## config.mk

```make
export PLATFORM = sky130hd
export DESIGN_NAME = bank_resp_mux
export DESIGN_NICKNAME = d
export VERILOG_FILES = /design/src/mem_pkg.sv /design/src/bank_resp_mux.sv
export SDC_FILE = /design/constraint.sdc
export NUM_CORES = 1
export LEC_CHECK = 0
export BUFFER_PORTS_ARGS = -buffer_cell sky130_fd_sc_hd__buf_2
export CELL_PAD_IN_SITES_DETAIL_PLACEMENT = 1
export CELL_PAD_IN_SITES_GLOBAL_PLACEMENT = 1
export CORE_UTILIZATION = 21
export DETAILED_ROUTE_END_ITERATION = 8
export GPL_TIMING_DRIVEN = 0
export PLACE_DENSITY_LB_ADDON = 0.1
export SLEW_MARGIN = 25
export SYNTH_ARGS = -nofsm -noshare
export SYNTH_HDL_FRONTEND = slang
export SYNTH_SLANG_ARGS = --single-unit
```

## constraint.sdc

```tcl
create_clock -name vclk -period 1.93
set_input_delay 0.193 -clock vclk [all_inputs]
set_output_delay 0.193 -clock vclk [all_outputs]
set_load 0.005 [all_outputs]
```

## src/mem_pkg.sv

```systemverilog
package mem_pkg;

    localparam int ADDR_W = 32;
    localparam int DATA_W = 32;
    localparam int STRB_W = DATA_W / 8;
    localparam int ID_W   = 4;
    localparam int LEN_W  = 8;

    // Word index sits above the byte offset, bank index above the word index
    localparam int NUM_BANKS  = 4;
    localparam int BANK_WORDS = 256;
    localparam int BANK_IDX_W = 2;
    localparam int WORD_IDX_W = 8;
    localparam int WORD_LSB   = 2;
    localparam int BANK_LSB   = WORD_LSB + WORD_IDX_W;

    // Only full 4-byte beats
    localparam logic [2:0] BEAT_SIZE = 3'd2;

    typedef logic [DATA_W-1:0] word_t;
    typedef logic [ID_W-1:0]   id_t;

    typedef enum logic [1:0] {OKAY = 2'd0, SLVERR = 2'd2} resp_t;
    typedef enum logic [1:0] {FIXED, INCR, WRAP} burst_t;

    typedef enum logic [2:0] {RD_IDLE, RD_IFU_AR, RD_IFU_R, RD_LSU_AR, RD_LSU_R} rd_state_t;
    typedef enum logic [1:0] {WR_IDLE, WR_AW, WR_W, WR_B} wr_state_t;
    typedef enum logic [1:0] {BK_IDLE, BK_READ, BK_WRITE, BK_RESP} bank_state_t;

endpackage
```

## src/bank_resp_mux.sv

```systemverilog
`timescale 1ns/1ns

module bank_resp_mux (
    input  logic [mem_pkg::NUM_BANKS-1:0]           bank_rvalid, bank_rlast, bank_bvalid,
    input  mem_pkg::word_t [mem_pkg::NUM_BANKS-1:0] bank_rdata,
    input  mem_pkg::resp_t [mem_pkg::NUM_BANKS-1:0] bank_rresp, bank_bresp,
    input  mem_pkg::id_t   [mem_pkg::NUM_BANKS-1:0] bank_rid, bank_bid,
    output logic                                    mem_rvalid, mem_rlast, mem_bvalid,
    output mem_pkg::word_t                          mem_rdata,
    output mem_pkg::resp_t                          mem_rresp, mem_bresp,
    output mem_pkg::id_t                            mem_rid, mem_bid,
    input  logic                                    mem_rready, mem_bready,
    output logic [mem_pkg::NUM_BANKS-1:0]           bank_rready, bank_bready
);

    import mem_pkg::*;

    logic [BANK_IDX_W-1:0] r_idx, b_idx;

    // Lowest valid bank wins
    always_comb begin
        r_idx = '0;
        b_idx = '0;
        for (int i = NUM_BANKS - 1; i >= 0; i--) begin
            if (bank_rvalid[i]) begin
                r_idx = BANK_IDX_W'(i);
            end
            if (bank_bvalid[i]) begin
                b_idx = BANK_IDX_W'(i);
            end
        end
    end

    assign mem_rvalid  = |bank_rvalid;
    assign mem_rdata   = bank_rdata[r_idx];
    assign mem_rresp   = bank_rresp[r_idx];
    assign mem_rid     = bank_rid[r_idx];
    assign mem_rlast   = bank_rlast[r_idx];
    assign bank_rready = NUM_BANKS'(mem_rvalid & mem_rready) << r_idx;

    assign mem_bvalid  = |bank_bvalid;
    assign mem_bresp   = bank_bresp[b_idx];
    assign mem_bid     = bank_bid[b_idx];
    assign bank_bready = NUM_BANKS'(mem_bvalid & mem_bready) << b_idx;

endmodule

```

Word level (Yosys, flattened, before mapping) --
Cells that the tools add are included. W data, S select, Z words.
Cells by class: order comparisons 2, shifts and indexed selects 2, mux-type cells 20, bitwise operators 2, reductions and logical operators 2
Operators with widths (count):
- $bmux W32 S2 | 1
- $mux W32 | 1
- $mux W2 | 10
- $bmux W4 S2 | 2
- $bmux W2 S2 | 2
- $mux W4 | 2
- $reduce_or A4 Y1 | 2
- $shl A1 B2 Y4 | 2
- $lt A2 B3 Y1 const B | 2
- $and A1 B1 Y1 | 2
- $bmux W1 S2 | 1
- $mux W1 | 1
Storage, ports and cells: register bits after elaboration 0, output and inout port bits 55, word-level logic and storage cells 28

Logic depth before layout (Yosys ltp) --
depth in word-level cells 6, depth in mapped cells 6

Worst setup path after synthesis --
OpenSTA, ideal clock, no wires.
path type input to output, from input bank_rvalid[1] (netlist bit), to output mem_rdata[25], data arrival time 1.176 ns, path slack 0.561 ns, stages on the path 5, path buffers 3, cells stage by stage buf_6 -> or3_4 -> buf_6 -> buf_6 -> o221a_1
Between the ends: longest elaborated chain between the ends 4
RTL lines:
- start: declaration | RTL line bank_resp_mux.sv:4 | input logic [mem_pkg::NUM_BANKS-1:0] bank_rvalid, bank_rlast, bank_bvalid,
- $mux W2 (2 in series) | RTL line bank_resp_mux.sv:25 | if (bank_rvalid[i]) begin
- $bmux W32 S2 | RTL line bank_resp_mux.sv:35 | assign mem_rdata = bank_rdata[r_idx];
- $mux W32 (implied by the code) | RTL line bank_resp_mux.sv:35
- end: declaration | RTL line bank_resp_mux.sv:9 | output mem_pkg::word_t mem_rdata,
Every way passes these cells. The select of a mux whose other input is x is not followed.

Final worst setup path --
from input bank_bvalid[0] (netlist bit), to output mem_bresp[1]
Between the ends: longest elaborated chain between the ends 3
RTL lines:
- start: declaration | RTL line bank_resp_mux.sv:4
- $mux W2 | RTL line bank_resp_mux.sv:28 | if (bank_bvalid[i]) begin
- $bmux W2 S2 | RTL line bank_resp_mux.sv:42 | assign mem_bresp = bank_bresp[b_idx];
- $mux W2 (implied by the code) | RTL line bank_resp_mux.sv:42
- end: declaration | RTL line bank_resp_mux.sv:10 | output mem_pkg::resp_t mem_rresp, mem_bresp,
Every way passes these cells. The select of a mux whose other input is x is not followed.

==> metrics.yaml <==
status: "finished, final reports clean"
synthCells: 266
drive_gt1_frac: 0.5697
core_area_sq_um: 8341
wl_per_cell_um: 16.51
crit_type: "in -> out"
rsz0062_at_grt: "false"
multi_input_area_sq_um: 1683
num_vias: 3126
fin_crit_ps: 1767
fillCellCount: 1164
syn2layout_area_growth_pct: 73.42
synth.avg_cell_area_sq_um: 6.900
yosysWarnings: 0
io_pins: 245
tightestPinTransition_ps: 590.1
cellLeakagePower_nw: 1.569
drc: 0
final_common_cell: "buf_2"
die-area_sq_um: 9118
cts-resized-gates: 0
diodes: 0
endpoint_kind: "output pin"
cp_max_fo: 8
avgViaCountPerCell: 5.091
layout.nets: 701
wirelength_mm: 10.14
period_share: 0.9156
clockBufferCount: 0
dp.final_hpwl_mm: 8.443
ys_types: 19
setup-violations-final: 0
drt_pass1_iterations: 4
port_buffers: 243
seq_area_sq_um: 0
grt_pass1_vias: 3115
grt_antenna_before_repair: 0
die_w_um: 95.49
peakVddDrop_v: 0.00006108
seq_cells: 0
hp-class: "in -> out"
seq_area_frac_synth: 0
crit_arrival_ps: 1570
worstPathRequired_ps: 1740
track_usage: 0.2028
drv_slew: 0
hold_viol: 0
cts_setup_buffers: 0
start_util: 0.2201
gr-total-overflow: 0
std_cell_rows: 33
maxSlewHeadroom: 0.6066
instances_no_fill: 614
most-common-layout-cells: "251 x buf_2, 45 x nor2b_1, 42 x nand2_1"
dp.cells: 614
drt-initial-drc-count: 57
crit_path_start_kind: "primary input"
grt_max_degree: 11
postCtsHoldBufs: 0
maxCapViolations: 0
synth_nets: 456
power_density_nw_per_um2: 219.3
grt_pass1_wl_mm: 14.79
syn_area_sq_um: 1836
gp_congestion: 0.7602
tns_ps: 0
fp.dieH_um: 95.49
max_freq_mhz: 565.9
antenna_left: 0
critical path, stage by stage:
cell and delay [ps]:
buf_2 130, nor2_1 430, nand3b_1 350, o221a_2 350, buf_2 120
report_power, final:
part,internal [W],leakage [nW],total [W],switching [W]
logic,0.000394,1.57,0.000698,0.000304
registers,0,0,0,0
clock network,0,0,0,0
per-stage QoR:
| stage | area, sq um | worst slack (ps) | hold WS (ps) | total power, W | utilization |
|---|---|---|---|---|---|
| detailed placement | 3183 | 164.6 | 666.7 | 0.0007062 | 0.3816 |
| global route | 3183 | 59.75 | 693.0 | 0.0007760 | 0.3816 |
| finish | 3183 | 163.0 | 667.1 | 0.0006981 | 0.3816 |
| floorplan | 1836 | 561.1 | 417.1 | 0.0003358 | - |
| CTS | 3183 | 160.3 | 670.7 | 0.0007091 | 0.3816 |
| global placement | 3183 | 198.5 | 663.7 | 0.0006899 | 0.3816 |
kinds of logic (layout without fill, tap and decap cells):
kind of cell	Yosys count	in the layout	share of synthesized area
AND/OR/NAND/NOR	144	144	0.4526
AO/OA/AOI/OAI	90	90	0.4642
buffers and inverters	32	275	0.08316
cell usage after synthesis:
| master | instances | area (sq um) |
|---|---|---|
| nor3_1 | 1 | 5.000 |
| and2_1 | 2 | 12.51 |
| inv_1 | 2 | 7.510 |
| buf_6 | 3 | 33.78 |
| and3_1 | 2 | 12.51 |
| nand3b_1 | 2 | 15.01 |
| clkbuf_1 | 18 | 67.56 |
| nor2_1 | 8 | 30.03 |
| nand2_1 | 42 | 157.7 |
| o221a_1 | 10 | 112.6 |
| buf_2 | 8 | 40.04 |
| nor2b_1 | 45 | 281.5 |
| nor3b_1 | 39 | 292.8 |
| or3_4 | 1 | 11.26 |
| o221a_2 | 35 | 394.1 |
| nand2b_1 | 2 | 12.51 |
| buf_1 | 1 | 3.750 |
| o31ai_1 | 39 | 292.8 |
| a2bb2oi_1 | 6 | 52.55 |
path summary, 6_finish.rpt:
path                  startpoint             end  cells after the start
hold / removal    bank_bvalid[0]  bank_bready[1]                      3
setup / recovery  bank_bvalid[0]    mem_bresp[1]                      5
layer usage:
metal | global-route usage | share of wire | routed length [um]
met1 | 0.2255 | 0.38 | 3865
met2 | 0.4083 | 0.53 | 5378
met3 | 0.03668 | 0.081 | 822
met4 | 0.01493 | 0.0072 | 73
met5 | 0 | 0 | 0
area by class of cell:
| type | instances | area share |
|---|---|---|
| Buffer | 30 | 0.04560 |
| Inverter | 2 | 0.002358 |
| Multi-Input combinational cell | 234 | 0.5287 |
| Tap cell | 105 | 0.04127 |
| Timing Repair Buffer | 243 | 0.3821 |
Power figures use the tool's default switching activity.
