<file path="config.mk">
export PLATFORM = sky130hd
export DESIGN_NAME = bank_decoder
export DESIGN_NICKNAME = d
export VERILOG_FILES = /design/src/mem_pkg.sv /design/src/bank_decoder.sv
export SDC_FILE = /design/constraint.sdc
export NUM_CORES = 1
export LEC_CHECK = 0
export BUFFER_PORTS_ARGS = -buffer_cell sky130_fd_sc_hd__clkbuf_2
export CORE_AREA = 5 5 97 99
export DETAILED_ROUTE_END_ITERATION = 16
export DIE_AREA = 0 0 102 104
export PLACE_DENSITY = 0.58
export SLEW_MARGIN = 10
export SYNTH_ARGS = -nofsm -noshare
export SYNTH_HDL_FRONTEND = slang
export SYNTH_SLANG_ARGS = --single-unit
</file>
<file path="constraint.sdc">
create_clock -name clk -period 2 [get_ports clk]
set_clock_uncertainty 0.15 [all_clocks]
set_input_delay 0.4 -clock clk [delete_from_list [all_inputs] [get_ports clk]]
set_output_delay 0.4 -clock clk [all_outputs]
set_load 0.02 [all_outputs]
</file>
<file path="src/mem_pkg.sv">
package mem_pkg;

    localparam int ADDR_W = 32;
    localparam int DATA_W = 32;
    localparam int STRB_W = DATA_W / 8;
    localparam int ID_W   = 4;
    localparam int LEN_W  = 8;

    // Word index sits above the byte offset, bank index above the word index
    localparam int NUM_BANKS  = 4;
    localparam int BANK_WORDS = 256;
    localparam int BANK_IDX_W = 2;
    localparam int WORD_IDX_W = 8;
    localparam int WORD_LSB   = 2;
    localparam int BANK_LSB   = WORD_LSB + WORD_IDX_W;

    // Only full 4-byte beats
    localparam logic [2:0] BEAT_SIZE = 3'd2;

    typedef logic [DATA_W-1:0] word_t;
    typedef logic [ID_W-1:0]   id_t;

    typedef enum logic [1:0] {OKAY = 2'd0, SLVERR = 2'd2} resp_t;
    typedef enum logic [1:0] {FIXED, INCR, WRAP} burst_t;

    typedef enum logic [2:0] {RD_IDLE, RD_IFU_AR, RD_IFU_R, RD_LSU_AR, RD_LSU_R} rd_state_t;
    typedef enum logic [1:0] {WR_IDLE, WR_AW, WR_W, WR_B} wr_state_t;
    typedef enum logic [1:0] {BK_IDLE, BK_READ, BK_WRITE, BK_RESP} bank_state_t;

endpackage
</file>
<file path="src/bank_decoder.sv">
`timescale 1ns/1ns

module bank_decoder (
    input  logic                           clk,
    input  logic                           rst,

    input  logic                           mem_arvalid,
    output logic                           mem_arready,
    input  logic [mem_pkg::ADDR_W-1:0]     mem_araddr,
    input  mem_pkg::id_t                   mem_arid,
    input  logic [mem_pkg::LEN_W-1:0]      mem_arlen,
    input  logic [2:0]                     mem_arsize,
    input  logic [1:0]                     mem_arburst,

    input  logic                           mem_awvalid,
    output logic                           mem_awready,
    input  logic [mem_pkg::ADDR_W-1:0]     mem_awaddr,
    input  mem_pkg::id_t                   mem_awid,
    input  logic [mem_pkg::LEN_W-1:0]      mem_awlen,
    input  logic [2:0]                     mem_awsize,
    input  logic [1:0]                     mem_awburst,

    input  logic                           mem_wvalid, mem_wlast,
    output logic                           mem_wready,
    input  mem_pkg::word_t                 mem_wdata,
    input  logic [mem_pkg::STRB_W-1:0]     mem_wstrb,

    output logic [mem_pkg::NUM_BANKS-1:0]  bank_arvalid, bank_awvalid, bank_wvalid,
    input  logic [mem_pkg::NUM_BANKS-1:0]  bank_arready, bank_awready, bank_wready,
    output logic [mem_pkg::WORD_IDX_W-1:0] bank_araddr, bank_awaddr,
    output mem_pkg::id_t                   bank_arid, bank_awid,
    output logic [mem_pkg::LEN_W-1:0]      bank_arlen, bank_awlen,
    output logic [2:0]                     bank_arsize, bank_awsize,
    output logic [1:0]                     bank_arburst, bank_awburst,
    output mem_pkg::word_t                 bank_wdata,
    output logic [mem_pkg::STRB_W-1:0]     bank_wstrb,
    output logic                           bank_wlast
);

    import mem_pkg::*;

    logic [BANK_IDX_W-1:0] ar_bank, aw_bank, w_bank;
    logic                  w_active;

    assign ar_bank = mem_araddr[BANK_LSB +: BANK_IDX_W];
    assign aw_bank = mem_awaddr[BANK_LSB +: BANK_IDX_W];

    assign bank_arvalid = NUM_BANKS'(mem_arvalid) << ar_bank;
    assign mem_arready  = bank_arready[ar_bank];
    assign bank_awvalid = NUM_BANKS'(mem_awvalid) << aw_bank;
    assign mem_awready  = bank_awready[aw_bank];

    // Banks see only the word index
    assign bank_araddr  = mem_araddr[WORD_LSB +: WORD_IDX_W];
    assign bank_arid    = mem_arid;
    assign bank_arlen   = mem_arlen;
    assign bank_arsize  = mem_arsize;
    assign bank_arburst = mem_arburst;
    assign bank_awaddr  = mem_awaddr[WORD_LSB +: WORD_IDX_W];
    assign bank_awid    = mem_awid;
    assign bank_awlen   = mem_awlen;
    assign bank_awsize  = mem_awsize;
    assign bank_awburst = mem_awburst;
    assign bank_wdata   = mem_wdata;
    assign bank_wstrb   = mem_wstrb;
    assign bank_wlast   = mem_wlast;

    // W beats follow the bank latched at the AW transfer
    always_ff @(posedge clk) begin
        if (rst) begin
            w_active <= 1'b0;
            w_bank   <= '0;
        end else if (mem_awvalid && mem_awready) begin
            w_active <= 1'b1;
            w_bank   <= aw_bank;
        end else if (mem_wvalid && mem_wready && mem_wlast) begin
            w_active <= 1'b0;
        end
    end

    assign bank_wvalid = NUM_BANKS'(w_active & mem_wvalid) << w_bank;
    assign mem_wready  = w_active & bank_wready[w_bank];

endmodule

</file>
# Word level (Yosys, flattened, before mapping)
# Index checks and enable logic that the tools add are counted.
# word_totals
ff_bits,3
input_bits,152
output_inout_bits,102
# op_classes
order_cmp,3
shift,3
mux,8
bitwise,2
n_reduce_logical,4
# op_table
op,count
left shift 1 x 2 -> 4 bit,3
less-than comparator 2 x 3 -> 1 bit (second input constant),3
binary-select mux 1 bit (select 2 bit),3
2-to-1 mux 1 bit,5
logical AND 1 bit,3
bitwise AND 1 bit,2
nonzero test 2 bit,1

# Longest topological paths before layout
# Gate-level depths: netlist (run 1).
# logic_depth
ltp_word,7
depth_mapped,4

# Worst setup path before layout (run 1)
# OpenSTA, ideal clock, no wires.
# synth_timing
path_type,input to output
startpoint,in mem_awaddr[10] (netlist bit)
endpoint,out mem_awready
arrival_ns,1.025
required_time_ns,1.450
path_slack_ns,0.425
stages,2
path_buffers,0
path_cell_list,mux2_4 -> mux2_2
# synth_between
elab_chain_cells,2
# synth_rtl
item,line_no,rtl
start: declaration,bank_decoder.sv:17,"input logic [mem_pkg::ADDR_W-1:0] mem_awaddr,"
binary-select mux 1 bit (select 2 bit),bank_decoder.sv:51,assign mem_awready = bank_awready[aw_bank];
2-to-1 mux 1 bit (not written as such),bank_decoder.sv:51,
end: declaration,bank_decoder.sv:16,"output logic mem_awready,"
# Every way passes these cells. The select of a mux whose other input is x is not followed.

# Worst setup path after layout (run 1)
# Ends and elaborated chain as after synthesis.

==> reports/metrics.yaml, run 1 <==
clock_tree:
  cts_root_buf: "clkbuf_8"
  numClockSinks: 3
  cts_htree_levels: 1
  numCtsBuffers: 3
  tritoncts: "yes"
  cts_buffer_depth: 2
  insertion_delay_ps: 220
  cts_hold_buf: 0
  clk_pin_slew_worst_paths_ps: 30
global_routing:
  grt_pass1_wl_um: 2790
  grtUsageTotal: 0.0331
  grt_pass1_vias: 579
  grt_overflow: 0
  grt_max_degree: 9
  antenna_found_initial: 0
place:
  dp_cells: 187
  gp_congestion: 0.674
  io_buffers: 37
  dp_hpwl_um: 1670
synth:
  syn_inst: 129
  syn_area_mm2: 0.00102
  synth_top_area_share: 0.642
  ys_seq_area_frac: 0.0590
  syn_nets: 281
  ys_warn_count: 0
  synthFlopType: "dfxtp_1"
  ys_types: 28
  synth_area_leaders: "buf_4 64%, dfxtp_1 5.9%, mux2i_1 3.0%, mux2_4 3.0%, mux4_2 2.2%"
  synth_area_per_cell_um2: 7.89
  synth_top_area_cell: "buf_4"
  synth.most_common_cell: "buf_4"
  async_flop_share: 0
  ys_ff_latch: 3
  yosys-top-cells-count: "87 x buf_4, 4 x nand2_1, 3 x dfxtp_1, 3 x mux2i_1, 3 x nor2_1"
  synth_edf_count: 0
critical_path:
  crit_type: "in -> out"
  slowest_delay_ps: 340
  crit_arrival_ps: 1310
  cp_slowest_cell: "mux2_4"
  cp_top_family: "multiplexers"
  critPathRequiredTime_ps: 1450
  worstPathMaxFanout: 7
  r2r-end: "w_active"
  path_cells: "clkbuf_2 -> mux2_4 -> mux2_2 -> clkbuf_2"
  r2r-start: "w_bank[0]"
  cp.buffers_inverters: 2
  end_kind: "primary output"
  r2r_slack_ps: 790
  start_kind: "primary input"
  cpMostUsedCell: "clkbuf_2"
  worst-r2r-cell-count: 3
sta:
  fin_crit_sh: 0.930
  tightest_slew_ps: 261
  hold_viol: 0
  clock.fmax_ghz: 0.538
  slew_violations: 0
  relSlewSlack: 0.826
  period_needed_ps: 1860
  grt_setup_unrepaired: "no"
  setup_viol: 0
  setup_tns_ps: 0
status:
  outcome: "completed"
final_layout:
  diodes: 0
  final_cells: 191
  drive_gt1_frac: 0.627
  area.growth.synth_to_final_pct: -27.9
  nets: 236
  fill_cells: 967
  post-route-util: 0.0866
detailed_routing:
  wl_per_cell_um: 10.5
  via_per_inst: 2.91
  vias: 555
  firstDrtPassIters: 2
  routed_wl_um: 2000
  final_antenna_net_count: 0
  route.detailed.drc: 0
  drt_iter0_drc: 25
floorplan:
  ios: 254
  rows: 34
  die_w_um: 102
  die-height_um: 104
  core_area_mm2: 0.00847
  die-area_mm2: 0.0106
  start_util: 0.120
hold_path:
  holdPathEnd: "w_bank[1]"
  min_from: "rst"
  holdCritPathClass: "in -> reg"
  holdPathStages: 2
pwr:
  power.density_mw_per_mm2: 484
  leakagePower_nw: 0.346
  vdd_ir_drop_max_uv: 307
flow_run:
  drv_cap: 0
## placed cells by master, fill, tap and decap left out, types with 2 or more instances in the layout
cell type  Yosys  routed
nand2b_1       2       2
mux2i_1        3       3
clkbuf_2       1      37
clkbuf_8       0       3
dfxtp_1        3       2
nand3_1        2       2
nand2_1        4       4
and2b_2        2       2
nor2_1         3       3
nor3_1         2       2
mux2_4         2       2
and3_1         2       2
## power breakdown
part / internal [W] / switching (W) / total, W / leakage [nW]
logic: 0.0000527 / 0.0000545 / 0.000107 / 0.298
clock network: 0.000136 / 0.0000399 / 0.000176 / 0.0228
registers: 0.0000648 / 0.00000683 / 0.0000716 / 0.0251
## cell type report
class | count | area (µm²) | share of cell area
inverters | 1 | 3.75 | 0.00512
multi-input cells | 37 | 295 | 0.403
repair buffers | 38 | 193 | 0.263
clock buffers | 4 | 45.0 | 0.0614
well taps | 108 | 135 | 0.184
flip-flops and latches | 3 | 61.3 | 0.0836
## routing by layer
layer  share of wire  global-route usage
met5               0                   0
met4            0.15              0.0544
met3            0.24              0.0255
met2            0.37              0.0436
met1            0.24              0.0220
## logic make-up (layout without fill, tap and decap cells)
kind of cell	after synthesis	count (layout)	share of synthesized area
compound gates	5	5	0.0529
buf+inv	89	43	0.651
flops	3	3	0.0590
mux	7	7	0.0923
simple gates	25	25	0.145
## registers in the layout, indices dropped and copies added, names as in the netlist
signal	flops
w_active	1
w_bank	2
## worst reg2reg max path, stage by stage (launching register included)
cell and delay, ps:
dfxtp_2 390, mux2i_1 270, o221ai_1 180, a21oi_1 160
## worst max path at each step
stage	startpoint	endpoint	slack (ps)	cells after the start
finish	mem_awaddr[10]	mem_awready	140	4
global route	w_bank[0]	mem_wready	50	4
CTS	w_bank[0]	mem_wready	60	4
detailed placement	mem_awaddr[10]	mem_awready	130	4
global placement	mem_awaddr[10]	mem_awready	140	4
floorplan	mem_awaddr[10]	mem_awready	430	2
## per-stage QoR
stage | hold slack, ps | setup WS [ps] | cell area, µm² | total power [W]
final | 247 | 141 | 733 | 0.000355
after global routing | 272 | 49.5 | 733 | 0.000381
after CTS | 244 | 61.6 | 732 | 0.000363
after detailed placement | 411 | 133 | 687 | 0.000182
after global placement | 413 | 141 | 687 | 0.000180
after floorplan | 312 | 425 | 1020 | 0.000385
## timing repair
action | in CTS | in global routing
endpoints found under the setup margin | 0 | 1
gates resized for setup | 0 | 1
setup buffers | 0 | 0
endpoints found under the hold margin | 0 | 0
No activity file was read; power rests on OpenSTA's default activity.
==> run 2, diff against run 1 <==
- BUFFER_PORTS_ARGS: -buffer_cell sky130_fd_sc_hd__clkbuf_2 -> -buffer_cell sky130_fd_sc_hd__buf_2
- PLACE_DENSITY: 0.58 -> 0.62
- TNS_END_PERCENT: default -> 100
==> reports/metrics.yaml, run 2 (synthesis results as in run 1) <==
global_routing:
  grt_pass1_wl_um: 2550  # -8.4%
  grt_max_degree: 9  # unchanged
  grt_pass1_vias: 583  # +0.69%
  grtUsageTotal: 0.0300  # -0.00311
  antenna_found_initial: 0  # unchanged
  grt_overflow: 0  # unchanged
flow_run:
  drv_cap: 0  # unchanged
clock_tree:
  cts_htree_levels: 1  # unchanged
  tritoncts: "yes"
  insertion_delay_ps: 220  # about the same
  numClockSinks: 3  # unchanged
  cts_buffer_depth: 2  # unchanged
  clk_pin_slew_worst_paths_ps: 30  # about the same
  cts_hold_buf: 0  # unchanged
  cts_root_buf: "clkbuf_8"
  numCtsBuffers: 3  # unchanged
final_layout:
  drive_gt1_frac: 0.627  # unchanged
  regMostFlops: "w_bank"
  diodes: 0  # unchanged
  top_regs: "w_bank (2), w_active (1)"
  area.growth.synth_to_final_pct: -27.9  # unchanged
  largest_reg_flops: 2  # unchanged
  mostFrequentLayoutCells: "37 x buf_2, 4 x nand2_1, 3 x nor2_1, 3 x mux2i_1, 3 x clkbuf_8"
  fill_cells: 979  # +1.2%
  nets: 236  # unchanged
  multi_input_area_um2: 295  # unchanged
  mostFrequentLayoutCell: "buf_2"
  seqCellArea_um2: 61.3  # unchanged
detailed_routing:
  firstDrtPassIters: 4  # +2
  vias: 577  # +4.0%
  route.detailed.drc: 0  # unchanged
  via_per_inst: 3.02  # +4.0%
  final_antenna_net_count: 0  # unchanged
  drt_iter0_drc: 24  # -4.0%
  routed_wl_um: 1790  # -11%
  wl_per_cell_um: 9.36  # -11%
critical_path:
  r2r_slack_ps: 790  # about the same
  crit_arrival_ps: 1310  # about the same
  crit_type: "in -> out"
  r2r-start: "w_bank[0]"
  worstPathMaxFanout: 7  # unchanged
  r2r-end: "w_active"
  end_kind: "primary output"
  start_kind: "primary input"
  worst-r2r-cell-count: 3  # unchanged
  critPathRequiredTime_ps: 1450  # about the same
sta:
  setup_tns_ps: 0  # unchanged
  setup_viol: 0  # unchanged
  hold_viol: 0  # unchanged
  fin_crit_sh: 0.931  # +0.00105
  clock.fmax_ghz: 0.537  # -0.11%
  grt_setup_unrepaired: "no"
  tightest_slew_ps: 275  # +13.7 ps
  relSlewSlack: 0.817  # -0.00916
  slew_violations: 0  # unchanged
  hold_slack_ps: 238  # -8.17 ps
  period_needed_ps: 1860  # +2.10 ps
hold_path:
  holdCritPathClass: "in -> reg"
  min_from: "rst"
  holdPathEnd: "w_bank[1]"
  holdPathStages: 2  # unchanged
floorplan:
  rows: 34  # unchanged
  core_area_mm2: 0.00847  # unchanged
  die_w_um: 102  # unchanged
  ios: 254  # unchanged
  start_util: 0.120  # unchanged
  die-height_um: 104  # unchanged
  die-area_mm2: 0.0106  # unchanged
pwr:
  vdd_ir_drop_max_uv: 329  # +7.3%
  power.density_mw_per_mm2: 485  # +0.22%
  leakagePower_nw: 0.350  # +1.3%
status:
  outcome: "completed"
place:
  io_buffers: 37  # unchanged
  gp_congestion: 0.656  # -2.7%
  dp_hpwl_um: 1490  # -11%
[run 2: per-stage QoR]
| stage | cells | utilization | setup slack, ps | power, W | area, µm² |
|---|---|---|---|---|---|
| after global routing | 191 | 0.0866 | 95.1 | 0.000381 | 733 |
| after CTS | 191 | 0.0865 | 76.1 | 0.000363 | 732 |
| after detailed placement | 187 | 0.0811 | 133 | 0.000182 | 687 |
| after floorplan | 129 | - | 425 | 0.000385 | 1020 |
| after global placement | 187 | 0.0811 | 147 | 0.000178 | 687 |
| final | 191 | 0.0866 | 139 | 0.000355 | 733 |
[run 2: power by group]
| group | switching (W) | internal [W] | total [W] |
|---|---|---|---|
| registers | 0.00000733 | 0.0000648 | 0.0000721 |
| clock network | 0.0000398 | 0.000136 | 0.000176 |
| logic | 0.0000546 | 0.0000530 | 0.000108 |
[run 2: worst max-delay path by stage]
stage,from,endpoint,slack (ps)
2_1_floorplan,mem_awaddr[10],mem_awready,430
3_3_place_gp,mem_awaddr[10],mem_awready,150
3_5_place_dp,mem_awaddr[10],mem_awready,130
4_1_cts,w_bank[0],mem_wready,80
5_1_grt,w_bank[0],mem_wready,100
6_report,mem_awaddr[10],mem_awready,140
[run 2: layout make-up]
type                    count  area share
clock buffers               4      0.0614
flip-flops and latches      3      0.0836
inverters                   1     0.00512
well taps                 108       0.184
multi-input cells          37       0.403
repair buffers             38       0.263
[run 2: repair_timing]
action	CTS	global route
endpoints found under the setup margin	0	1
gates resized for setup	0	1
setup buffers	0	0
[run 2: layer usage]
layer,up-vias,GRT usage,part of all wire
li1,235,-,-
met1,248,0.0224,0.29
met2,60,0.0432,0.40
met3,34,0.0181,0.20
met4,0,0.0431,0.11
met5,-,0,0
[run 2: critical path, stage by stage]
cell and delay, ps:
buf_2 150, mux2_4 340, mux2_2 260, buf_2 160
