--- src/mem_pkg.sv ---
package mem_pkg;

    localparam int ADDR_W = 32;
    localparam int DATA_W = 32;
    localparam int STRB_W = DATA_W / 8;
    localparam int ID_W   = 4;
    localparam int LEN_W  = 8;

    // Word index sits above the byte offset, bank index above the word index
    localparam int NUM_BANKS  = 4;
    localparam int BANK_WORDS = 256;
    localparam int BANK_IDX_W = 2;
    localparam int WORD_IDX_W = 8;
    localparam int WORD_LSB   = 2;
    localparam int BANK_LSB   = WORD_LSB + WORD_IDX_W;

    // Only full 4-byte beats
    localparam logic [2:0] BEAT_SIZE = 3'd2;

    typedef logic [DATA_W-1:0] word_t;
    typedef logic [ID_W-1:0]   id_t;

    typedef enum logic [1:0] {OKAY = 2'd0, SLVERR = 2'd2} resp_t;
    typedef enum logic [1:0] {FIXED, INCR, WRAP} burst_t;

    typedef enum logic [2:0] {RD_IDLE, RD_IFU_AR, RD_IFU_R, RD_LSU_AR, RD_LSU_R} rd_state_t;
    typedef enum logic [1:0] {WR_IDLE, WR_AW, WR_W, WR_B} wr_state_t;
    typedef enum logic [1:0] {BK_IDLE, BK_READ, BK_WRITE, BK_RESP} bank_state_t;

endpackage
--- src/mem_arbiter.sv ---
`timescale 1ns/1ns

module mem_arbiter (
    input  logic                       clk,
    input  logic                       rst,

    input  logic                       imem_arvalid, imem_rready,
    output logic                       imem_arready, imem_rvalid, imem_rlast,
    input  logic [mem_pkg::ADDR_W-1:0] imem_araddr,
    input  mem_pkg::id_t               imem_arid,
    input  logic [mem_pkg::LEN_W-1:0]  imem_arlen,
    input  logic [2:0]                 imem_arsize,
    input  logic [1:0]                 imem_arburst,
    output mem_pkg::word_t             imem_rdata,
    output mem_pkg::resp_t             imem_rresp,
    output mem_pkg::id_t               imem_rid,

    input  logic                       dmem_arvalid, dmem_rready,
    output logic                       dmem_arready, dmem_rvalid, dmem_rlast,
    input  logic [mem_pkg::ADDR_W-1:0] dmem_araddr,
    input  mem_pkg::id_t               dmem_arid,
    input  logic [mem_pkg::LEN_W-1:0]  dmem_arlen,
    input  logic [2:0]                 dmem_arsize,
    input  logic [1:0]                 dmem_arburst,
    output mem_pkg::word_t             dmem_rdata,
    output mem_pkg::resp_t             dmem_rresp,
    output mem_pkg::id_t               dmem_rid,

    input  logic                       dmem_awvalid, dmem_wvalid, dmem_wlast, dmem_bready,
    output logic                       dmem_awready, dmem_wready, dmem_bvalid,
    input  logic [mem_pkg::ADDR_W-1:0] dmem_awaddr,
    input  mem_pkg::id_t               dmem_awid,
    input  logic [mem_pkg::LEN_W-1:0]  dmem_awlen,
    input  logic [2:0]                 dmem_awsize,
    input  logic [1:0]                 dmem_awburst,
    input  mem_pkg::word_t             dmem_wdata,
    input  logic [mem_pkg::STRB_W-1:0] dmem_wstrb,
    output mem_pkg::resp_t             dmem_bresp,
    output mem_pkg::id_t               dmem_bid,

    output logic                       mem_arvalid, mem_rready,
    input  logic                       mem_arready, mem_rvalid, mem_rlast,
    output logic [mem_pkg::ADDR_W-1:0] mem_araddr,
    output mem_pkg::id_t               mem_arid,
    output logic [mem_pkg::LEN_W-1:0]  mem_arlen,
    output logic [2:0]                 mem_arsize,
    output logic [1:0]                 mem_arburst,
    input  mem_pkg::word_t             mem_rdata,
    input  mem_pkg::resp_t             mem_rresp,
    input  mem_pkg::id_t               mem_rid,

    output logic                       mem_awvalid, mem_wvalid, mem_wlast, mem_bready,
    input  logic                       mem_awready, mem_wready, mem_bvalid,
    output logic [mem_pkg::ADDR_W-1:0] mem_awaddr,
    output mem_pkg::id_t               mem_awid,
    output logic [mem_pkg::LEN_W-1:0]  mem_awlen,
    output logic [2:0]                 mem_awsize,
    output logic [1:0]                 mem_awburst,
    output mem_pkg::word_t             mem_wdata,
    output logic [mem_pkg::STRB_W-1:0] mem_wstrb,
    input  mem_pkg::resp_t             mem_bresp,
    input  mem_pkg::id_t               mem_bid
);

    import mem_pkg::*;

    rd_state_t rd_state, rd_state_n;
    wr_state_t wr_state, wr_state_n;
    logic      ifu_ar, lsu_ar, ifu_r, lsu_r;
    logic      aw_sel, w_sel, b_sel;

    assign ifu_ar = (rd_state == RD_IFU_AR);
    assign lsu_ar = (rd_state == RD_LSU_AR);
    assign ifu_r  = (rd_state == RD_IFU_R);
    assign lsu_r  = (rd_state == RD_LSU_R);
    assign aw_sel = (wr_state == WR_AW);
    assign w_sel  = (wr_state == WR_W);
    assign b_sel  = (wr_state == WR_B);

    // Granted master's AR request
    assign mem_arvalid = (ifu_ar & imem_arvalid) | (lsu_ar & dmem_arvalid);
    assign mem_araddr  = ifu_ar ? imem_araddr  : lsu_ar ? dmem_araddr  : '0;
    assign mem_arid    = ifu_ar ? imem_arid    : lsu_ar ? dmem_arid    : '0;
    assign mem_arlen   = ifu_ar ? imem_arlen   : lsu_ar ? dmem_arlen   : '0;
    assign mem_arsize  = ifu_ar ? imem_arsize  : lsu_ar ? dmem_arsize  : '0;
    assign mem_arburst = ifu_ar ? imem_arburst : lsu_ar ? dmem_arburst : '0;
    assign imem_arready = ifu_ar & mem_arready;
    assign dmem_arready = lsu_ar & mem_arready;

    assign imem_rvalid = ifu_r & mem_rvalid;
    assign imem_rdata  = ifu_r ? mem_rdata : '0;
    assign imem_rresp  = ifu_r ? mem_rresp : OKAY;
    assign imem_rid    = ifu_r ? mem_rid   : '0;
    assign imem_rlast  = ifu_r & mem_rlast;
    assign dmem_rvalid = lsu_r & mem_rvalid;
    assign dmem_rdata  = lsu_r ? mem_rdata : '0;
    assign dmem_rresp  = lsu_r ? mem_rresp : OKAY;
    assign dmem_rid    = lsu_r ? mem_rid   : '0;
    assign dmem_rlast  = lsu_r & mem_rlast;
    assign mem_rready  = (ifu_r & imem_rready) | (lsu_r & dmem_rready);

    // LSU write path
    assign mem_awvalid  = aw_sel & dmem_awvalid;
    assign mem_awaddr   = aw_sel ? dmem_awaddr  : '0;
    assign mem_awid     = aw_sel ? dmem_awid    : '0;
    assign mem_awlen    = aw_sel ? dmem_awlen   : '0;
    assign mem_awsize   = aw_sel ? dmem_awsize  : '0;
    assign mem_awburst  = aw_sel ? dmem_awburst : '0;
    assign dmem_awready = aw_sel & mem_awready;

    assign mem_wvalid  = w_sel & dmem_wvalid;
    assign mem_wdata   = w_sel ? dmem_wdata : '0;
    assign mem_wstrb   = w_sel ? dmem_wstrb : '0;
    assign mem_wlast   = w_sel & dmem_wlast;
    assign dmem_wready = w_sel & mem_wready;

    assign dmem_bvalid = b_sel & mem_bvalid;
    assign dmem_bresp  = b_sel ? mem_bresp : OKAY;
    assign dmem_bid    = b_sel ? mem_bid   : '0;
    assign mem_bready  = b_sel & dmem_bready;

    // LSU wins when both masters wait in idle
    always_comb begin
        rd_state_n = rd_state;
        case (rd_state)
            RD_IDLE: begin
                if (dmem_arvalid) begin
                    rd_state_n = RD_LSU_AR;
                end else if (imem_arvalid) begin
                    rd_state_n = RD_IFU_AR;
                end
            end
            RD_IFU_AR, RD_LSU_AR: begin
                if (mem_arvalid && mem_arready) begin
                    rd_state_n = ifu_ar ? RD_IFU_R : RD_LSU_R;
                end
            end
            RD_IFU_R, RD_LSU_R: begin
                if (mem_rvalid && mem_rready && mem_rlast) begin
                    rd_state_n = RD_IDLE;
                end
            end
            default: rd_state_n = RD_IDLE;
        endcase
    end

    always_comb begin
        wr_state_n = wr_state;
        case (wr_state)
            WR_IDLE: if (dmem_awvalid) wr_state_n = WR_AW;
            WR_AW:   if (mem_awvalid && mem_awready) wr_state_n = WR_W;
            WR_W:    if (mem_wvalid && mem_wready && mem_wlast) wr_state_n = WR_B;
            WR_B:    if (mem_bvalid && mem_bready) wr_state_n = WR_IDLE;
            default: wr_state_n = WR_IDLE;
        endcase
    end

    always_ff @(posedge clk) begin
        if (rst) begin
            rd_state <= RD_IDLE;
            wr_state <= WR_IDLE;
        end else begin
            rd_state <= rd_state_n;
            wr_state <= wr_state_n;
        end
    end

endmodule

--- config.mk ---
export PLATFORM = sky130hd
export DESIGN_NAME = mem_arbiter
export DESIGN_NICKNAME = d
export VERILOG_FILES = /design/src/mem_pkg.sv /design/src/mem_arbiter.sv
export SDC_FILE = /design/constraint.sdc
export NUM_CORES = 1
export LEC_CHECK = 0
export BUFFER_PORTS_ARGS = -buffer_cell sky130_fd_sc_hd__buf_2
export CAP_MARGIN = 30
export CORE_AREA = 2 2 184 186
export DETAILED_ROUTE_END_ITERATION = 10
export DIE_AREA = 0 0 186 188
export GPL_TIMING_DRIVEN = 0
export MAX_ROUTING_LAYER = met4
export PLACE_DENSITY_LB_ADDON = 0.25
export SYNTH_ARGS = -nofsm -noshare
export SYNTH_HDL_FRONTEND = slang
export SYNTH_SLANG_ARGS = --single-unit
--- constraint.sdc ---
create_clock -name clk -period 1.5 [get_ports clk]
set_clock_uncertainty 0.2 [all_clocks]
set_input_delay 0.075 -clock clk [delete_from_list [all_inputs] [get_ports clk]]
set_output_delay 0.075 -clock clk [all_outputs]
set_load 0.01 [all_outputs]
After elaboration in Yosys (flattened, before gate mapping)
Cells that the tools add are included.

$add $sub $neg: 0. Multiply operators: 0. Div/mod/pow operators: 0. Order comparisons: 0. Equality and inequality tests: 14. Shift-type cells: 0. Multiplexer cells: 36. Bitwise logic cells: 19. Reduce and logical (&&, ||, !) cells: 13.

Operators by type and width (count): 2-to-1 mux 32 bit (6); 2-to-1 mux 4 bit (7); 2-to-1 mux 3 bit (8); 2-to-1 mux 8 bit (3); 2-to-1 mux 2 bit (10); bitwise AND 1 bit (17); case mux 3 bit (3 select lines) (1); case mux 2 bit (4 select lines) (1); logical AND 1 bit (7); equality test 3 x 2 -> 1 bit, second input constant (2); != test 2 x 1 -> 1 bit, second input constant (3); != test 2 bit, second input constant (3); equality test 2 bit, second input constant (2); AND reduction 4 bit (1); OR reduction 2 bit (2); equality test 3 x 1 -> 1 bit, second input constant (1); equality test 3 bit, second input constant (1); logical NOT 3 bit (1); != test 3 bit, second input constant (1); AND reduction 3 bit (1); equality test 2 x 1 -> 1 bit, second input constant (1); logical NOT 2 bit (1); bitwise OR 1 bit (2).

Register bits: 5. Latch bits: 0. Bits in writable memories: 0. Bits in read-only memories: 0. Input port bits: 243. Output and inout port bits: 231. Word-level logic and storage cells: 84. Memories: 0.

Logic depth before layout (Yosys ltp)
Gate-level depths: netlist of the first run.

Word-level depth: 7. Mapped depth: 6. Gate-level depth less buffers: 6.

Worst setup path after synthesis of the first run
OpenSTA, ideal clock, no wires.

Path type: register -> register. From: register wr_state[0]. To: register wr_state[0]. Setup time: 86 ps. Arrival: 1172 ps. Data required time: 1214 ps. Slack: 42 ps. Stages on the path, launching flop included: 7. Path buffers: 0. Cell sequence: dfxtp_1 > inv_1 > ha_1 > nor2b_1 > a21oi_1 > a21oi_1 > a211oi_1.

Longest elaborated chain between the ends: 6. Elaborated cells between the ends (all ways): 18. Those cells by class: 7 x eq/ne; 1 x mux; 4 x bitwise; 6 x reduce/logical.

Ends and longest elaborated chain: start, declared (line mem_arbiter.sv:68) `wr_state_t wr_state, wr_state_n;`; start signal, assigned (line mem_arbiter.sv:164) `wr_state <= wr_state_n;`; equality test 2 bit (line mem_arbiter.sv:77, mem_arbiter.sv:149); bitwise AND 1 bit (line mem_arbiter.sv:111) `assign mem_wvalid = w_sel & dmem_wvalid;`; logical AND 1 bit (2 in series) (line mem_arbiter.sv:152) `WR_W: if (mem_wvalid && mem_wready && mem_wlast) wr_state_n = WR_B;`; != test 2 x 1 -> 1 bit (no source line); AND reduction 4 bit (no source line).

Parallel ways exist; a longest one is shown, timed or not. A chain may end at the register's enable or synchronous reset.

Final worst setup path of the first run
From: register rd_state[0]. To: output mem_araddr[26] (netlist name).

Longest elaborated chain between the ends: 3. Elaborated cells between the ends (all ways): 4. Those cells by class: 2 x eq/ne; 2 x mux.

Ends and longest elaborated chain: start, declared (line mem_arbiter.sv:67) `rd_state_t rd_state, rd_state_n;`; start signal, assigned (line mem_arbiter.sv:163) `rd_state <= rd_state_n;`; equality test 3 x 2 -> 1 bit (line mem_arbiter.sv:73) `assign lsu_ar = (rd_state == RD_LSU_AR);`; 2-to-1 mux 32 bit (line mem_arbiter.sv:82) `assign mem_araddr = ifu_ar ? imem_araddr : lsu_ar ? dmem_araddr : '0;`; 2-to-1 mux 32 bit * (line mem_arbiter.sv:82); end, declared (line mem_arbiter.sv:43) `output logic [mem_pkg::ADDR_W-1:0] mem_araddr,`.

Every way passes the cells marked *; elsewhere a longest branch is shown, timed or not.

==> metrics.md, run 1 <==
| Metric | Value |
|---|---|
| GR Overflow Total | 0 |
| Crit path largest cell delay | 0.38 ns |
| Sinks on the clock net | 5 |
| Routed Antenna Nets | 0 |
| CTS H-tree depth | 1 |
| F_max | 558.3 MHz |
| Layout area overhead | 254.7% |
| Root Driver | clkbuf_16 |
| YS warnings | 0 |
| I/O pin count | 474 |
| CTS tree | built |
| CP max stage cell | dfxtp_4 |
| DRC violations left | 0 |
| Setup Total Neg Slack | -36.58 ns |
| Cells after Synth | 309 |
| Post-detail-place hpwl | roughly 14000 µm |
| Initial antenna violation count | 0 |
| Rows | 67 |
| DIE AREA | 34970 µm² |
| Post-synth EDFFs | 0 |
| R2R Setup Slk | -0.08 ns |
| Critical Path AT | about 1.5 ns |
| FF-to-FF End | wr_state[0] |
| Crit path to | mem_araddr[26] |
| Register-to-Register Path Depth | 7 |
| Number of synthesized register bits | 5 |
| WP data required | 1.22 ns |
| DRT Pass-1 Iters | 4 |
| Critical path startpoint | rd_state[0] |
| Layout cell share with drive strength beyond 1 | 86.14% |
| Core area | 33110 µm² |
| Failing checks | negative setup slack |
| Crit path cell chain | and3b_1, buf_6, buf_8, a22o_1, buf_2 |
| Filler cells | 3597 |
| Vias | 4361 |
| WS Path Type | flop to output port |
| Buffers & Inverters on Critical Path | 3 |
| Worst path top cell family by delay | buffers and inverters |
| Yosys cell types | 28 |
| Peak supply drop | 0.0003962 V |
| Diodes inserted | 0 |
| Count of final hold-check violations | 0 |
| Utilization after layout | 22.42% |
| Endpoints failing setup | 228 |
| Power per cell area | 1003 nW/µm² |
| RSZ-0062 raised after global routing | true |
| Final setup margin | -0.2910 ns |
| Fin nets | 1078 |
| Netlist Area Pre-Place | 2093 µm² |
| Chip width | 186 µm |
| Cts bufs inserted | 3 |
| Crit. path cell count | 5 |
| HP Class | input pin to flop |
| Syn Nets | 556 |
| CTS Buffer Depth | 2 |
| Status | complete, but fails checks |
| Mux cell area share after synthesis | 0% |
| Clock latency at the later pin of the worst-skew pair | 0.23 ns |
| Post-Layout Cell Count | 1278 |
| Largest net degree at the start of global routing | 11 |
| Static Leak | 0.003964 µW |
| Synth Area in Simple Gates | 60.01% |
| Crit start category | flop |
| Main synth FF type | dfxtp_1 |
| Syn avg cell area | 6.774 µm² |
| Number of global-route vias before repair | around 4.2k |
| Worst slack at placement | -0.6624 ns |
| DRT iter0 DRCs | 113 |
| Die H | 188 µm |
| Clock transition at path regs | 0.04 ns |
| Gpl congestion | 0.7471 |
| Largest family of logic cells by synthesized area | simple AND/OR/NAND/NOR gates |
| Placed cells | 1230 |
| Rel. slew slack | a little over 80% |
| Total GRT Usage | just over 9% |
| Post-Synth Adder-Cell Area | 2.391% |
| Synth Area in Compound Gates | 25.94% |
| Tcrit/Tclk final | 119.4% |
| Actual slew at the worst max-slew pin | roughly 0.27 ns |
| Wirelength per Cell | 14.77 µm |
| Minimum clock period | 1.791 ns |
| Max Cap Viol | 0 |
| CP max FO | 10 |
| Max-slew violations | 0 |
| Asr flop ratio synth | 0% |
| Initial core utilization | 6.322% |
| Worst Hold Launch | dmem_rready |
| Number of vias per cell | approximately 3.4 |
| IO Port Bufs | 473 |
| Post-Route WL | 18870 µm |
| Worst setup EP type | output port |
| Worst r2r src | wr_state[1] |
| Xor and xnor area share after synthesis | 0% |
| Post-synthesis sequential area ratio | 4.782% |
| First-pass GRT wire length | 24030 µm |
[cells in the final DEF (no fill, tap or decap), types with 2 or more instances in the layout]
master,n
and2_4,145
buf_4,13
nand3_1,4
buf_12,4
nor2_1,4
ha_4,4
buf_6,167
nor3b_4,2
nand2_1,6
buf_2,323
buf_8,31
and2_1,35
o21ai_0,2
inv_4,2
a22oi_2,2
a22o_1,50
dfxtp_4,5
a21oi_1,2
clkbuf_16,9
[registers in the layout, indices dropped and copies added (netlist names)]
name and flops:
rd_state 3, wr_state 2
[power by group]
part,switching [µW],total [µW],internal [µW]
Combinational,2700,6710,4010
Clock,99.6,453,354
Sequential,89.4,284,195
[synth_stat cells (4+ instances only)]
library cell,instances,area [µm²]
a22o_1,51,446.7
a21oi_1,4,20.02
buf_2,7,35.03
nor2_1,4,15.01
clkbuf_1,17,63.81
nand2_1,6,22.52
nand3_1,4,20.02
dfxtp_1,5,100.1
ha_1,4,50.05
buf_4,5,37.54
and2_1,180,1126
[final cells by class]
cell class	instances	area (µm²)	area share (%)
multi-input cells	273	2341	31.53
well taps	448	560.5	7.550
inverters	2	12.51	0.1685
clock buffers	4	78.83	1.062
flip-flops and latches	5	118.9	1.601
plain buffers	28	424.2	5.713
repair buffers	518	3889	52.38
[metrics by stage]
stage	hold slack (ns)	area, µm²	power (µW)
floorplan	-0.05593	2093	2155
global placement	0.1771	5021	3890
detailed placement	0.1870	5021	3871
CTS	0.07804	6510	6179
global route	0.1113	7425	7907
finish	0.07791	7425	7445
[how the worst min path moves through the flow]
stage	end	cells after the start
6_report	rd_state[2]	4
5_1_grt	rd_state[2]	4
4_1_cts	wr_state[1]	5
3_5_place_dp	wr_state[1]	2
3_3_place_gp	wr_state[1]	2
2_1_floorplan	wr_state[1]	1
[cells by family (layout without fill, tap and decap cells)]
| kind of cell | after synthesis | count (layout) |
|---|---|---|
| AO/OA/AOI/OAI | 66 | 66 |
| flip-flops | 5 | 5 |
| adder cells (fa/ha/maj) | 4 | 4 |
| buffers and inverters | 31 | 552 |
| AND/OR/NAND/NOR | 203 | 203 |
[repair_timing]
action / CTS / global route
cloned: 14 / 4
hold buffers: 2 / 0
pin swaps: 65 / 49
gates resized for setup: 269 / 214
endpoints found under the hold margin: 4 / 0
setup endpoints to repair: 235 / 228
setup buffers: 18 / 8
[worst min-delay path, cell delays in order]
cell and delay [ns]:
buf_2 0.11, nand3_1 0.15, a32oi_2 0.07, nor2_1 0.07
[metal layers]
| metal | wire, µm | GRT usage [%] | part of all wire [%] |
|---|---|---|---|
| met3 | 1186 | 1.126 | 6.3 |
| met5 | 0 | - | 0 |
| met4 | 191 | 1.878 | 1.0 |
| met2 | 10230 | 17.17 | 54 |
| met1 | 7257 | 10.56 | 38 |
Power figures use the tool's default switching activity.
==> inputs of run 2 (changes only) <==
Settings changed: RECOVER_POWER set to 50.
==> run 2 against run 1 <==
Compared with the run above: the flow still finishes with violations (negative setup slack); global-route usage stayed put; total power hardly changed; sequential power hardly changed; flip-flop and latch count stayed put; die area stayed put; clock-buffer cell count stayed put; critical endpoint unchanged.
==> metrics.md, run 2 (synthesized netlist as in run 1, its figures left out) <==
| Metric | Value |
|---|---|
| Tcrit/Tclk final | 119.4% |
| DRT Pass-1 Iters | 4 |
| Number of global-route vias before repair | between 4k and 5k |
| Biggest regs | rd_state (3), wr_state (2) |
| CTS H-tree depth | 1 |
| Core area | 33110 µm² |
| WP data required | 1.22 ns |
| Initial antenna violation count | 0 |
| Seq pwr share | 3.8% |
| Hold slack | 0.07791 ns |
| Max Cap Viol | 0 |
| Vias | 4359 |
| Post-detail-place hpwl | ~14000 µm |
| Cts bufs inserted | 3 |
| Met2 Resource Use GR | 17.17% |
| Post-Route WL | 18850 µm |
| Final setup margin | -0.2910 ns |
| First-pass GRT wire length | 24030 µm |
| Top reg by flops | rd_state |
| Sw frac | 38.79% |
| Worst setup EP type | output port |
| DRT iter0 DRCs | around 110 |
| Clock latency at the later pin of the worst-skew pair | 0.23 ns |
| NetSw | 2888 µW |
| Chip width | 186 µm |
| Rel. slew slack | 82.21% |
| Hold path endpoint | rd_state[2] |
| Internal power | around 4600 µW |
| Routed Antenna Nets | 0 |
| F_max | 558.3 MHz |
| CTS tree | built |
| Minimum clock period | ~1.8 ns |
| Number of vias per cell | approximately 3.4 |
| Status | complete, but fails checks |
| Power per cell area | 1003 nW/µm² |
| Largest net degree at the start of global routing | 11 |
| IO Port Bufs | approximately 470 |
| Crit start category | flop |
| Layout area overhead | 254.7% |
| DIE AREA | 34970 µm² |
| GRT Max-Usage Layer | met2 |
| Static Leak | around 0.0040 µW |
| Initial core utilization | 6.322% |
| Critical Path AT | approximately 1.5 ns |
| Total GRT Usage | 9.267% |
| Fin nets | ~1.1k |
| CP max FO | 10 |
| M1 GR Usage | approximately a tenth |
| Filler cells | roughly 3.6k |
| DRC violations left | 0 |
| Hold path depth | 4 |
| Peak supply drop | 0.0003963 V |
| Failing checks | negative setup slack |
| HP Class | input pin to flop |
| Utilization after layout | between 20% and 30% |
| R2R Setup Slk | -0.09 ns |
| Clock transition at path regs | ~0.04 ns |
| Count of final hold-check violations | 0 |
| Worst Hold Launch | dmem_rready |
| Most frequent cells in the layout | buf_2 (320), buf_6 (167), and2_4 (145) |
| Sinks on the clock net | 5 |
| Root Driver | clkbuf_16 |
| Register-to-Register Path Depth | 7 |
| Actual slew at the worst max-slew pin | 0.2669 ns |
| FF-to-FF End | wr_state[0] |
| Worst r2r src | wr_state[1] |
| Clock network power share | between 6 and 7% |
| Wirelength per Cell | about 15 µm |
| Logic pwr share | 90.1% |
| Max reg flops | 3 |
| WS Path Type | flop to output port |
| Diodes inserted | 0 |
| Die H | around 190 µm |
| Gpl congestion | around 0.75 |
| Max-slew violations | 0 |
| Layout cell share with drive strength beyond 1 | 86.14% |
| Met3 usage in global routing | ~1.1% |
| GR Overflow Total | 0 |
| Most common cell after layout, fill and taps aside | buf_2 |
| Endpoints failing setup | approximately 230 |
| CTS Buffer Depth | 2 |
| RSZ-0062 raised after global routing | true |
| I/O pin count | 474 |
| Rows | 67 |
run 2: how the worst max path moves through the flow:
stage	startpoint	end	slack, ns
after floorplan	wr_state[0]	wr_state[0]	0.04
after global placement	rd_state[2]	dmem_rvalid	-0.64
after detailed placement	rd_state[2]	dmem_rresp[1]	-0.66
after CTS	rd_state[2]	mem_araddr[26]	-0.31
after global routing	rd_state[2]	mem_araddr[26]	-0.32
final	rd_state[0]	mem_araddr[26]	-0.29
run 2: power groups by stage:
| stage | Combinational [µW] | Sequential, µW | Clock [µW] |
|---|---|---|---|
| 6_report | 6710 | 284 | 453 |
| 5_1_grt | 7130 | 292 | 484 |
| 4_1_cts | 5430 | 285 | 467 |
| 3_5_place_dp | 3640 | 231 | 0 |
| 3_3_place_gp | 3660 | 230 | 0 |
| 2_1_floorplan | 1940 | 215 | 0 |
run 2: cell type report:
cell class	instances	area [µm²]	area share [%]
plain buffers	28	424.2	5.713
clock buffers	4	78.83	1.062
inverters	2	12.51	0.1685
multi-input cells	273	2341	31.53
flip-flops and latches	5	118.9	1.601
well taps	448	560.5	7.550
repair buffers	518	3889	52.38
run 2: metrics by stage:
| step | power (µW) | setup WS (ns) | setup TNS [ns] | cells | cell area (µm²) |
|---|---|---|---|---|---|
| floorplan | 2155 | 0.04211 | 0 | 309 | 2093 |
| finish | 7445 | -0.2910 | -36.58 | 1278 | 7425 |
| CTS | 6179 | -0.3079 | -39.02 | 1268 | 6510 |
| global placement | 3890 | -0.6355 | -65.38 | 1230 | 5021 |
| global route | 7907 | -0.3238 | -47.24 | 1278 | 7425 |
| detailed placement | 3871 | -0.6624 | -69.47 | 1230 | 5021 |
run 2: critical path, cell delays in order (launching register included):
cell and delay (ns):
dfxtp_4 0.38, and3b_1 0.19, buf_6 0.15, buf_8 0.14
a22o_1 0.27, buf_2 0.15
run 2: routing by layer:
layer | vias to the layer above | wire, µm | share of wire (%)
met2 | 252 | 10230 | 54
met4 | 0 | 191 | 1.0
met3 | 8 | 1184 | 6.3
met1 | 2011 | 7243 | 38
li1 | 2088 | - | -
met5 | - | 0 | 0
run 2: what timing repair did:
action	in CTS	in global routing
gates resized for setup	269	214
pin swaps	65	49
buffers inserted	18	8
endpoints found under the setup margin	235	228
gates cloned	14	4
hold buffers	2	0
hold endpoints to repair	4	0
